## src/include/sdi_rxtx_consts.svh

```systemverilog
// Shared constants for the SDI RX/TX control blocks
// Mode code 2'b11 is not a mode of its own and is read as HD everywhere
// EVENT_FIFO_DEPTH must be a power of two and fit in CREDIT_W bits
// EVENT_W must equal 1 + 15 so that both event record views line up

`ifndef SDI_RXTX_CONSTS_SVH
`define SDI_RXTX_CONSTS_SVH

// SDI mode codes
`define SDI_MODE_HD         2'b00
`define SDI_MODE_SD         2'b01
`define SDI_MODE_3G         2'b10

// Data widths
`define LINE_W              11          // Line number
`define ERR_CNT_W           16          // Error counters
`define EVENT_W             16          // One event record

// Event buffer and its credit counter
`define EVENT_FIFO_DEPTH    8
`define CREDIT_W            4

// Ring pattern giving the 5/6/5/6 SD enable cadence
`define SD_CE_SEED          11'b00000100001

// VPID byte 2, picture rate field
`define VPID_B2_50          8'hC9
`define VPID_B2_5994        8'hCA
`define VPID_B2_60          8'hCB

`endif

```

## src/source/sdi_rxtx_pkg.sv

```systemverilog
// Event record types for the RX error monitor
// Bit 15 of every record is the kind bit and selects the view
// SD view holds the EDH count already saturated to 15 bits

`default_nettype none

`include "sdi_rxtx_consts.svh"

package sdi_rxtx_pkg;

    // HD or 3G CRC error record, kind = 0
    typedef struct packed {
        logic               kind;
        logic               err_a;          // Stream A CRC error
        logic               err_b;          // Stream B CRC error (3G level B)
        logic [1:0]         rsvd;
        logic [`LINE_W-1:0] line;           // Line number of stream A
    } hd_event_s;

    // SD EDH record, kind = 1
    typedef struct packed {
        logic                kind;
        logic [`EVENT_W-2:0] edh_cnt;       // Snapshot of the EDH error count
    } sd_event_s;

    // One event word, decoded by its kind bit
    typedef union packed {
        hd_event_s hd;
        sd_event_s sd;
    } crc_event_u;

endpackage

`default_nettype wire

```

## src/source/tx_format_control.sv

```systemverilog
// TX clock enables and format legalization
// tx_sd_ce and tx_ce lag the cadence ring by one register stage
// tx_fmt, tx_m, tx_vpid_byte2 and tx_insert_vpid are purely combinational
// Only formats 4 and 5 are legal in 3G mode and anything else becomes 4

`default_nettype none

`include "sdi_rxtx_consts.svh"

module tx_format_control (
    input  wire        rx_usrclk,
    input  wire        tx_fabric_reset,
    input  wire  [1:0] tx_mode_sel,
    input  wire  [2:0] tx_fmt_sel,
    input  wire        tx_bitrate_sel,
    output logic       tx_ce,
    output logic       tx_sd_ce,
    output logic [2:0] tx_fmt,
    output logic       tx_m,
    output logic [7:0] tx_vpid_byte2,
    output logic       tx_insert_vpid
);

    logic [1:0]  tx_mode;
    logic [10:0] sd_ce_ring;                // Circulating cadence pattern

    assign tx_mode = (tx_mode_sel == 2'b11) ? `SDI_MODE_HD : tx_mode_sel;

    // ------------------------------------------------------------------------
    // Clock enables
    // ------------------------------------------------------------------------
    always_ff @(posedge rx_usrclk) begin
        if (tx_fabric_reset) begin
            sd_ce_ring <= `SD_CE_SEED;
            tx_sd_ce   <= 1'b0;
            tx_ce      <= (tx_mode != `SDI_MODE_SD);
        end else begin
            sd_ce_ring <= {sd_ce_ring[9:0], sd_ce_ring[10]};
            tx_sd_ce   <= sd_ce_ring[10];
            tx_ce      <= (tx_mode == `SDI_MODE_SD) ? sd_ce_ring[10] : 1'b1;
        end
    end

    // ------------------------------------------------------------------------
    // Format and rate legalization
    // ------------------------------------------------------------------------
    always_comb begin
        if (tx_mode == `SDI_MODE_3G && tx_fmt_sel[2:1] != 2'b10)
            tx_fmt = 3'd4;                  // 1080p60
        else
            tx_fmt = tx_fmt_sel;
    end

    // No 1/1.001 rate in SD, nor for the 50 Hz and 25 Hz formats
    always_comb begin
        if (tx_mode == `SDI_MODE_SD)
            tx_m = 1'b0;
        else if (tx_fmt == 3'd0 || tx_fmt == 3'd3 || tx_fmt == 3'd5)
            tx_m = 1'b0;
        else
            tx_m = tx_bitrate_sel;
    end

    always_comb begin
        if (tx_fmt[0])
            tx_vpid_byte2 = `VPID_B2_50;
        else if (tx_m)
            tx_vpid_byte2 = `VPID_B2_5994;
        else
            tx_vpid_byte2 = `VPID_B2_60;
    end

    assign tx_insert_vpid = (tx_mode == `SDI_MODE_3G);

endmodule

`default_nettype wire

```

## src/source/crc_event_capture.sv

```systemverilog
// Turns CRC error strobes and EDH count changes into event records
// push follows the error input by two cycles (input register, edge detect)
// A record is sent only with rx_mode_locked high and at least one credit
// An event that finds no credit is dropped and sets event_lost

`default_nettype none

`include "sdi_rxtx_consts.svh"

module crc_event_capture (
    input  wire                        rx_usrclk,
    input  wire                        tx_fabric_reset,
    input  wire  [1:0]                 rx_mode,
    input  wire                        rx_mode_locked,
    input  wire                        rx_level_b,
    input  wire                        rx_crc_err_a,
    input  wire                        rx_crc_err_b,
    input  wire  [`LINE_W-1:0]         rx_line_a,
    input  wire  [`ERR_CNT_W-1:0]      rx_edh_errcnt,
    input  wire                        clr_errs,
    input  wire                        credit_return,
    output logic                       push,
    output sdi_rxtx_pkg::crc_event_u   push_word,
    output logic                       crc_err,
    output logic                       event_lost
);

    import sdi_rxtx_pkg::*;

    logic                  err_a_q, err_b_q, err_ab_d;
    logic                  sd_q, locked_q;
    logic [`LINE_W-1:0]    line_q;
    logic [`ERR_CNT_W-1:0] edh_q, edh_d;
    logic [`EVENT_W-2:0]   edh_snap;
    logic [`CREDIT_W-1:0]  credits;
    logic                  hd_evt, sd_evt, send;
    crc_event_u            next_word;

    // ------------------------------------------------------------------------
    // Input stage and edge detection
    // ------------------------------------------------------------------------
    always_ff @(posedge rx_usrclk) begin
        if (tx_fabric_reset) begin
            err_a_q  <= 1'b0;
            err_b_q  <= 1'b0;
            err_ab_d <= 1'b0;
            sd_q     <= 1'b0;
            locked_q <= 1'b0;
            edh_q    <= '0;
            edh_d    <= '0;
        end else begin
            err_a_q  <= rx_crc_err_a;
            err_b_q  <= rx_crc_err_b & rx_level_b & (rx_mode == `SDI_MODE_3G);
            err_ab_d <= err_a_q | err_b_q;
            sd_q     <= (rx_mode == `SDI_MODE_SD);
            locked_q <= rx_mode_locked;
            edh_q    <= rx_edh_errcnt;
            edh_d    <= edh_q;
        end
    end

    always_ff @(posedge rx_usrclk)
        line_q <= rx_line_a;

    assign hd_evt   = (err_a_q | err_b_q) & ~err_ab_d & ~sd_q;  // Rising edge only
    assign sd_evt   = sd_q & (edh_q != edh_d);
    assign send     = (hd_evt | sd_evt) & locked_q & (credits != '0);
    assign edh_snap = (|edh_q[`ERR_CNT_W-1:`EVENT_W-1]) ? '1 : edh_q[`EVENT_W-2:0];

    always_comb begin
        next_word = '0;
        if (sd_q) begin
            next_word.sd.kind    = 1'b1;
            next_word.sd.edh_cnt = edh_snap;
        end else begin
            next_word.hd.kind  = 1'b0;
            next_word.hd.err_a = err_a_q;
            next_word.hd.err_b = err_b_q;
            next_word.hd.line  = line_q;
        end
    end

    // ------------------------------------------------------------------------
    // Credits, push and sticky flags
    // ------------------------------------------------------------------------
    always_ff @(posedge rx_usrclk) begin
        if (tx_fabric_reset) begin
            credits    <= `CREDIT_W'(`EVENT_FIFO_DEPTH);
            push       <= 1'b0;
            crc_err    <= 1'b0;
            event_lost <= 1'b0;
        end else begin
            push <= send;
            case ({send, credit_return})
                2'b10:   credits <= credits - 1'b1;
                2'b01:   credits <= credits + 1'b1;
                default: credits <= credits;   // Both or neither
            endcase
            if (clr_errs) begin
                crc_err    <= 1'b0;
                event_lost <= 1'b0;
            end else begin
                if (hd_evt)
                    crc_err <= 1'b1;
                if ((hd_evt | sd_evt) & locked_q & (credits == '0))
                    event_lost <= 1'b1;
            end
        end
    end

    always_ff @(posedge rx_usrclk)
        push_word <= next_word;

endmodule

`default_nettype wire

```

## src/source/event_fifo.sv

```systemverilog
// Circular buffer for event records between capture and report
// No full flag since the producer's credits keep pushes within the depth
// Pushed word is visible on head_word one cycle after push
// credit_return pulses the cycle after each pop

`default_nettype none

`include "sdi_rxtx_consts.svh"

module event_fifo (
    input  wire                        rx_usrclk,
    input  wire                        tx_fabric_reset,
    input  wire                        push,
    input  wire sdi_rxtx_pkg::crc_event_u push_word,
    input  wire                        pop,
    output logic                       head_valid,
    output sdi_rxtx_pkg::crc_event_u   head_word,
    output logic                       credit_return
);

    import sdi_rxtx_pkg::*;

    localparam int PTR_W = $clog2(`EVENT_FIFO_DEPTH);

    crc_event_u           mem [`EVENT_FIFO_DEPTH];
    logic [PTR_W-1:0]     wr_ptr, rd_ptr;
    logic [`CREDIT_W-1:0] count;            // Occupancy
    logic                 do_pop;

    assign do_pop     = pop & head_valid;
    assign head_valid = (count != '0);
    assign head_word  = mem[rd_ptr];

    // ------------------------------------------------------------------------
    // Pointers, occupancy and credit pulse
    // ------------------------------------------------------------------------
    always_ff @(posedge rx_usrclk) begin
        if (tx_fabric_reset) begin
            wr_ptr        <= '0;
            rd_ptr        <= '0;
            count         <= '0;
            credit_return <= 1'b0;
        end else begin
            credit_return <= do_pop;
            if (push)
                wr_ptr <= wr_ptr + 1'b1;    // Wraps since the depth is a power of two
            if (do_pop)
                rd_ptr <= rd_ptr + 1'b1;
            case ({push, do_pop})
                2'b10:   count <= count + 1'b1;
                2'b01:   count <= count - 1'b1;
                default: count <= count;
            endcase
        end
    end

    // Storage
    always_ff @(posedge rx_usrclk) begin
        if (push)
            mem[wr_ptr] <= push_word;
    end

endmodule

`default_nettype wire

```

## src/source/err_count_report.sv

```systemverilog
// Holds one event record for the outside reader and keeps the error count
// pop is combinational and only asked for while the slot is empty
// HD records bump a count saturating at all ones
// SD records load the EDH snapshot into err_count instead
// Count clears on clr_errs or while the receiver is not locked

`default_nettype none

`include "sdi_rxtx_consts.svh"

module err_count_report (
    input  wire                           rx_usrclk,
    input  wire                           tx_fabric_reset,
    input  wire                           head_valid,
    input  wire sdi_rxtx_pkg::crc_event_u head_word,
    input  wire                           event_pop,
    input  wire                           clr_errs,
    input  wire                           rx_mode_locked,
    output logic                          pop,
    output logic                          event_valid,
    output sdi_rxtx_pkg::crc_event_u      event_word,
    output logic [`ERR_CNT_W-1:0]         err_count
);

    import sdi_rxtx_pkg::*;

    sd_event_s head_sd;                     // SD view of the head record

    assign head_sd = head_word.sd;
    assign pop     = head_valid & ~event_valid;

    // ------------------------------------------------------------------------
    // Output slot
    // ------------------------------------------------------------------------
    always_ff @(posedge rx_usrclk) begin
        if (tx_fabric_reset)
            event_valid <= 1'b0;
        else if (pop)
            event_valid <= 1'b1;
        else if (event_pop)
            event_valid <= 1'b0;            // Ignored when already empty
    end

    always_ff @(posedge rx_usrclk) begin
        if (pop)
            event_word <= head_word;
    end

    // ------------------------------------------------------------------------
    // Error count
    // ------------------------------------------------------------------------
    always_ff @(posedge rx_usrclk) begin
        if (tx_fabric_reset) begin
            err_count <= '0;
        end else if (clr_errs || !rx_mode_locked) begin
            err_count <= '0;
        end else if (pop) begin
            if (head_word.hd.kind == 1'b0) begin
                if (err_count != '1)
                    err_count <= err_count + 1'b1;
            end else begin
                err_count <= `ERR_CNT_W'(head_sd.edh_cnt);
            end
        end
    end

endmodule

`default_nettype wire

```

## src/source/sdi_rxtx_ctrl.sv

```systemverilog
// SDI RX/TX control top level on the single rx_usrclk domain
// TX format control sits beside the RX error event chain
// Error path latency is 4 cycles from strobe to event_valid without back-pressure

`default_nettype none

`include "sdi_rxtx_consts.svh"

module sdi_rxtx_ctrl (
    input  wire                        rx_usrclk,
    input  wire                        tx_fabric_reset,
    input  wire  [1:0]                 tx_mode_sel,
    input  wire  [2:0]                 tx_fmt_sel,
    input  wire                        tx_bitrate_sel,
    input  wire  [1:0]                 rx_mode,
    input  wire                        rx_mode_locked,
    input  wire                        rx_level_b,
    input  wire                        rx_crc_err_a,
    input  wire                        rx_crc_err_b,
    input  wire  [`LINE_W-1:0]         rx_line_a,
    input  wire  [`ERR_CNT_W-1:0]      rx_edh_errcnt,
    input  wire                        clr_errs,
    input  wire                        event_pop,
    output wire                        tx_ce,
    output wire                        tx_sd_ce,
    output wire  [2:0]                 tx_fmt,
    output wire                        tx_m,
    output wire  [7:0]                 tx_vpid_byte2,
    output wire                        tx_insert_vpid,
    output wire                        crc_err,
    output wire                        event_lost,
    output wire                        event_valid,
    output sdi_rxtx_pkg::crc_event_u   event_word,
    output wire  [`ERR_CNT_W-1:0]      err_count
);

    wire                        push;
    wire sdi_rxtx_pkg::crc_event_u push_word;
    wire                        credit_return;
    wire                        head_valid;
    wire sdi_rxtx_pkg::crc_event_u head_word;
    wire                        pop;

    tx_format_control u_tx_fmt (
        .rx_usrclk(rx_usrclk), .tx_fabric_reset(tx_fabric_reset),
        .tx_mode_sel(tx_mode_sel), .tx_fmt_sel(tx_fmt_sel), .tx_bitrate_sel(tx_bitrate_sel),
        .tx_ce(tx_ce), .tx_sd_ce(tx_sd_ce), .tx_fmt(tx_fmt), .tx_m(tx_m),
        .tx_vpid_byte2(tx_vpid_byte2), .tx_insert_vpid(tx_insert_vpid));

    // Producer, buffer and consumer of the error events
    crc_event_capture u_capture (
        .rx_usrclk(rx_usrclk), .tx_fabric_reset(tx_fabric_reset),
        .rx_mode(rx_mode), .rx_mode_locked(rx_mode_locked), .rx_level_b(rx_level_b),
        .rx_crc_err_a(rx_crc_err_a), .rx_crc_err_b(rx_crc_err_b), .rx_line_a(rx_line_a),
        .rx_edh_errcnt(rx_edh_errcnt), .clr_errs(clr_errs), .credit_return(credit_return),
        .push(push), .push_word(push_word), .crc_err(crc_err), .event_lost(event_lost));

    event_fifo u_fifo (
        .rx_usrclk(rx_usrclk), .tx_fabric_reset(tx_fabric_reset),
        .push(push), .push_word(push_word), .pop(pop),
        .head_valid(head_valid), .head_word(head_word), .credit_return(credit_return));

    err_count_report u_report (
        .rx_usrclk(rx_usrclk), .tx_fabric_reset(tx_fabric_reset),
        .head_valid(head_valid), .head_word(head_word), .event_pop(event_pop),
        .clr_errs(clr_errs), .rx_mode_locked(rx_mode_locked), .pop(pop),
        .event_valid(event_valid), .event_word(event_word), .err_count(err_count));

endmodule

`default_nettype wire

```

## config.mk

```make
export PLATFORM = sky130hd
export DESIGN_NAME = sdi_rxtx_ctrl
export DESIGN_NICKNAME = d
export VERILOG_FILES = /design/src/source/sdi_rxtx_pkg.sv /design/src/source/tx_format_control.sv /design/src/source/crc_event_capture.sv /design/src/source/event_fifo.sv /design/src/source/err_count_report.sv /design/src/source/sdi_rxtx_ctrl.sv
export VERILOG_INCLUDE_DIRS = /design/src /design/src/include
export SDC_FILE = /design/constraint.sdc
export NUM_CORES = 1
export LEC_CHECK = 0
export BUFFER_PORTS_ARGS = -buffer_cell sky130_fd_sc_hd__buf_2
export CAP_MARGIN = 20
export CORE_AREA = 2 2 139 141
export DETAILED_ROUTE_END_ITERATION = 10
export DIE_AREA = 0 0 141 143
export PLACE_DENSITY = 0.74
export SLEW_MARGIN = 30
export SYNTH_ARGS = -nofsm -noshare
export SYNTH_HDL_FRONTEND = slang
export SYNTH_SLANG_ARGS = --single-unit
```

## constraint.sdc

```tcl
create_clock -name rx_usrclk -period 3.06 [get_ports rx_usrclk]
set_input_delay 0.153 -clock rx_usrclk [delete_from_list [all_inputs] [get_ports rx_usrclk]]
set_output_delay 0.153 -clock rx_usrclk [all_outputs]
set_load 0.01 [all_outputs]
```

* After elaboration in Yosys (flattened, before gate mapping)
Memory sizes are Yosys's and may differ from the RTL's. A register that Yosys moved wholly into a read port is not among the register bits.
Cells that the tools add are included.
** Word-level totals
- Logic and storage cells :: 99
- Memories kept :: 1
- Output and inout port bits :: 50
- Register bits after elaboration :: 128
- Bits of input ports :: 43
- Latch bits :: 0
- Bits in read-only memories :: 0
- Bits in writable memories :: 128
** Memory list
- u_fifo.mem :: depth 8, width 16, read ports 1, clocked after Yosys merged registers in 1, wr ports 1, RTL line event_fifo.sv:25 : crc_event_u mem [`EVENT_FIFO_DEPTH];
** Operators by class
- Equality and inequality tests :: 15
- Muxes and demuxes :: 21
- Reductions and logical operators :: 16
- Shift-type cells :: 0
- Bitwise operators :: 15
- Divide/modulo/power cells :: 0
- $lt $le $gt $ge :: 0
- $mul :: 0
- Add/subtract/negate cells :: 7
** Operators by type and width (number)
- 2-to-1 mux 16 bit :: 2
- adder 16 x 1 -> 16 bit (second input constant) :: 1
- inequality test 16 bit :: 1
- inequality test 16 bit (second input constant) :: 1
- case mux 4 bit (2 select lines) :: 2
- 2-to-1 mux 15 bit :: 1
- 2-to-1 mux 3 bit :: 4
- 2-to-1 mux 11 bit :: 1
- bitwise AND 1 bit :: 10
- equality test 2 bit (second input constant) :: 5
- 2-to-1 mux 1 bit :: 9
- adder 4 x 1 -> 4 bit (second input constant) :: 2
- equality test 2 x 1 -> 1 bit (second input constant) :: 4
- 2-to-1 mux 8 bit :: 1
- nonzero test 2 bit :: 4
- nonzero test 4 bit :: 2
- subtractor 4 x 1 -> 4 bit (second input constant) :: 2
- adder 3 x 1 -> 3 bit (second input constant) :: 2
- logical NOT 4 bit :: 1
- OR reduction 2 bit :: 2
- equality test 3 x 2 -> 1 bit (second input constant) :: 1
- equality test 3 bit (second input constant) :: 1
- logical NOT 3 bit :: 1
- logical OR 1 bit :: 3
- other kinds (8) :: 11

* Longest topological paths before layout
- Depth after elaboration :: 12
- Gate-level depth with buffers :: 14
- Depth with buffers taken out :: 13

* Cells and area by module
From an unflattened synthesis, not the netlist that was laid out.
** Unflattened totals
- Cell total of the unflattened synthesis :: 685
- Area, all modules :: 9988.3 um2
** Modules (own cells, without submodules)
- event_fifo :: cells each 257, times used 1, area an instance 5575.3 um2
- crc_event_capture :: cells each 218, times used 1, area an instance 2356.0 um2
- err_count_report :: cells each 159, times used 1, area an instance 1559.0 um2
- tx_format_control :: cells each 51, times used 1, area an instance 498.0 um2

* Least setup slack after synthesis
No wires, ideal clock.
- Path type :: reg-to-reg
- Start point :: register u_capture.edh_q[15]
- End point :: register u_capture.credits[3]
- Arrival :: 2.717 ns
- Slack :: 0.210 ns
- Setup time :: 0.132 ns
- Stages on the path, launching flop included :: 15
- Clock period less this slack :: 2.850 ns
- Data required time :: 2.928 ns
- Buffers on the path :: 1
- Path through :: dfxtp_1 -> clkbuf_1 -> xnor2_1 -> nand4_1 -> nor4_1 -> o21ai_0 -> nand2b_1 -> ha_1 -> inv_1 -> ha_1 -> a21o_1 -> a21oi_1 -> xnor2_1 -> o21ai_0 -> or3b_2
** Between the ends
- Cells in the longest elaborated chain, start to end :: 7
** RTL lines
- start, declared :: RTL line crc_event_capture.sv:33 : logic [`ERR_CNT_W-1:0] edh_q, edh_d;
- start signal, assigned :: RTL line crc_event_capture.sv:57 : edh_q <= rx_edh_errcnt;
- inequality test 16 bit (*) :: RTL line crc_event_capture.sv:66 : assign sd_evt = sd_q & (edh_q != edh_d);
- bitwise AND 1 bit (*) :: RTL line crc_event_capture.sv:66
- OR 1 bit (*) :: RTL line crc_event_capture.sv:67 : assign send = (hd_evt | sd_evt) & locked_q & (credits != '0);
- bitwise AND 1 bit (*) (2 in a row) :: RTL line crc_event_capture.sv:67
- equality test 2 x 1 -> 1 bit or equality test 2 bit (tied branches) :: RTL line crc_event_capture.sv:94 : case ({send, credit_return})
- case mux 4 bit (2 select lines) or nonzero test 2 bit (tied branches)
- end signal, assigned :: RTL line crc_event_capture.sv:95 : 2'b10: credits <= credits - 1'b1;
- end signal, assigned :: RTL line crc_event_capture.sv:96 : 2'b01: credits <= credits + 1'b1;
- end signal, assigned :: RTL line crc_event_capture.sv:97 : default: credits <= credits;
- end, declared :: RTL line crc_event_capture.sv:35 : logic [`CREDIT_W-1:0] credits;
Mark *: on every way between the ends. The rest lies on a longest branch, timed or not.
A chain may end at the register's enable or synchronous reset.

* Worst setup path after layout
- Start point :: register u_capture.edh_q[8]
- End point :: register u_capture.credits[3]
Same word-level chain as after synthesis.

==> impl_metrics.csv <==
group,metric,value,unit
outcome,status,"complete, no violations",
timing,finalHoldViolations,0,
logic_synthesis,synth_top_cell_area_share,0.446,
power,power_frac_seq,0.477,
timing,worstMarginPinSlew,0.920,ns
timing,fmax,0.343,GHz
clock_tree,clk_pin_slew,0.06,ns
placed_design,hpwl,12600,um
clock_tree,clock-sinks,259,
detailed_routing,vias_per_cell,5.55,
power,total_power,8.74,mW
logic_synthesis,synth-adder-area-share,0.0157,
logic_synthesis,synth.largest_area_cell,"edfxtp_1",
global_routing,gr-total-overflow,0,
logic_synthesis,yosys_warnings,0,
final_layout,syn2layout_area_growth,20.2,%
detailed_routing,ant_nets,0,
timing,hold_ws,0.0250,ns
timing,finalCriticalPeriod,2.91,ns
global_routing,grt_antenna_before_repair,0,
critical_path,worstPathRequired,3.47,ns
timing,finClkSkew,0.0174,ns
clock_tree,clk_root_buffer_cell,"clkbuf_16",
logic_synthesis,synth_compound_area_frac,0.0647,
logic_synthesis,synth-main-ff-cell,"edfxtp_1",
critical_path,crit_arrival,3.32,ns
critical_path,cp_max_fo,3,
clock_tree,clockBufferDepth,3,
final_layout,finish.utilization,0.627,
global_routing,grt_pass1_vias,5988,
global_routing,grt_pass1_wl,32000,um
final_layout,drive_above_1_share,0.236,
logic_synthesis,synthXorXnorAreaFrac,0.0235,
timing,finalSetupViolCount,0,
logic_synthesis,synth_sequential_area_ratio,0.684,
critical_path,worst-setup-path-type,"flip-flop to flip-flop",
floorplan,core,0.0186,mm2
global_routing,grt.total_usage,0.202,
detailed_routing,firstDrtPassIters,6,
clock_tree,cts_buffers,26,
floorplan,die-width,141,um
logic_synthesis,syn_inst,683,
min_path,hold_class,"input port to flip-flop",
final_layout,fill_cells,1347,
placed_design,gp_congestion,0.862,
placed_design,portBuffers,86,
floorplan,die_area,0.0202,mm2
floorplan,io_pins,93,
logic_synthesis,netlist_top_cells_area,"edfxtp_1 45%, dfxtp_1 24%, mux4_2 5.6%, nor2b_1 3.5%, nor2_1 2.3%",
logic_synthesis,synth_edf_count,144,
logic_synthesis,synth_area_per_cell,14.2,um2
logic_synthesis,synth_area,0.00969,mm2
timing,setup_ws,0.149,ns
power,power-per-cell-area,751,mW/mm2
power,power_frac_clock,0.336,
power,power.switching,2.36,mW
power,p_sw_frac,0.270,
final_layout,nNetsFinal,877,
floorplan,rows,50,
timing,final.period_utilization,0.951,
clock_tree,cts_tree,"done",
logic_synthesis,synth-simple-area-share,0.0987,
floorplan,initial_core_util,0.522,
detailed_routing,drc,0,
placed_design,dp.cells,992,
logic_synthesis,synth_seq_cells,259,
logic_synthesis,synth_top_family_by_area,"simple AND/OR/NAND/NOR gates",
final_layout,stdcell_count,1076,
final_layout,antenna_cells,0,
critical_path,cp-start-kind,"flip-flop",
clock_tree,htree_levels,1,
power,leakage,4.13,nW
floorplan,die_h,143,um
power,combPwrFrac,0.187,
global_routing,grt_max_degree,68,
timing,drv_slew,0,
clock_tree,clock_latency,0.54,ns
detailed_routing,finalWirelength,20200,um
power,vdd_drop_max,0.000550,V
clock_tree,postCtsSetupRepairBufs,0,
detailed_routing,drt_iter0_markers,411,
detailed_routing,vias,5975,
logic_synthesis,synth_common_cells,"144 x edfxtp_1, 115 x dfxtp_1, 59 x nor2_1, 54 x nor2b_1, 35 x a21oi_1",
logic_synthesis,ys_types,54,
job,maxCapViolations,0,
timing,relSlewSlack,0.385,
placed_design,place_ws,-0.109,ns
power,p_int,6.38,mW
detailed_routing,wl_per_cell,18.8,um
critical_path,worst_setup_path_end_kind,"flip-flop",
logic_synthesis,synthArstFlopShare,0,
logic_synthesis,yosysMostFrequentCell,"edfxtp_1",
logic_synthesis,yosys-mux-area-fraction,0.0892,
==> worst paths after layout <==
kind | start | end | slack, ns | cells past startpoint
min reg2reg | u_tx_fmt.sd_ce_ring[4] | u_tx_fmt.sd_ce_ring[5] | 0.42 | 1
max reg2reg | u_capture.edh_q[8] | u_capture.credits[3] | 0.15 | 13
max | u_capture.edh_q[8] | u_capture.credits[3] | 0.15 | 13
min | clr_errs | u_capture.crc_err | 0.02 | 4
==> state kept, by name (all words and copies together) (netlist names), 3 cells and up, named ones only <==
name,count
u_capture.credits,4
u_capture.edh_d,16
u_capture.edh_q,16
u_capture.line_q,11
u_capture.push_word,16
u_fifo.count,4
u_fifo.mem,128
u_fifo.rd_ptr,3
u_fifo.wr_ptr,3
u_report.err_count,16
u_report.event_word,16
u_tx_fmt.sd_ce_ring,11
==> layer usage <==
metal | up-vias | GRT usage | wire [um]
li1 | 2777 | - | -
met5 | - | 0 | 0
met1 | 2933 | 0.263 | 8540
met2 | 227 | 0.353 | 9890
met3 | 38 | 0.0366 | 1240
met4 | 0 | 0.0532 | 512
==> power by group through the flow <==
| stage | clock, mW | sequential [mW] | combinational, mW |
|---|---|---|---|
| 5_1_grt | 3.12 | 4.20 | 1.80 |
| 3_3_place_gp | 0 | 4.23 | 1.52 |
| 6_report | 2.94 | 4.17 | 1.64 |
| 4_1_cts | 2.99 | 4.17 | 1.63 |
| 3_5_place_dp | 0 | 4.24 | 1.58 |
| 2_1_floorplan | 0 | 4.26 | 1.04 |
==> cells by family (layout without fill, tap and decap cells) <==
group,Yosys count,in the layout
simple gates,183,183
compound gates,100,100
buf+inv,47,202
other cells,2,6
fa+ha+maj,11,11
flops,259,259
mux,55,55
xor+xnor,26,26
==> through the flow <==
step,TNS (ns),cell area [um2]
after floorplan,0,9710
after global placement,0,10400
after detailed placement,-0.109,10400
after CTS,0,11600
after global routing,-0.0169,11600
final,0,11600
==> critical path, cell delays in order, from the launching register on <==
cell,delay (ns)
dfxtp_2,0.33
xnor2_1,0.16
nand4_1,0.18
nor4_4,0.34
o21ai_1,0.12
nand2b_1,0.09
ha_2,0.19
inv_1,0.08
ha_1,0.28
a21o_1,0.20
a21oi_2,0.15
xnor2_1,0.09
o21ai_0,0.13
or3b_2,0.44
==> area by class of cell <==
cell class | count | area (um2) | area share
Timing Repair Buffer | 143 | 965 | 0.0828
Clock inverter | 13 | 67.6 | 0.00580
Sequential cell | 259 | 6630 | 0.569
Clock buffer | 34 | 732 | 0.0628
Inverter | 12 | 45.0 | 0.00387
Multi-Input combinational cell | 381 | 2920 | 0.250
Tap cell | 234 | 293 | 0.0251
==> layout by cell type (no fill, tap or decap), drive strengths merged, types with 11 or more instances in the layout <==
cell         synthesis  final
a211oi              11     11
clkbuf              16     34
o22ai               11     11
inv                 11     12
o21ai               17     17
a21oi               35     35
mux2i               20     20
mux2                11     11
nand2               21     21
dfxtp              115    115
dlygate4sd3          0     36
buf                 19    107
xnor2               20     20
nor2                59     59
nor2b               54     54
mux4                24     24
clkinv               1     12
edfxtp             144    144
==> timing repair <==
item,in CTS,in global routing
hold endpoints to repair,34,0
resized for setup,1,7
cloned,0,0
endpoints found under the setup margin,1,1
hold buffers,36,0
pin swaps,0,4
Power figures use the tool's default switching activity.
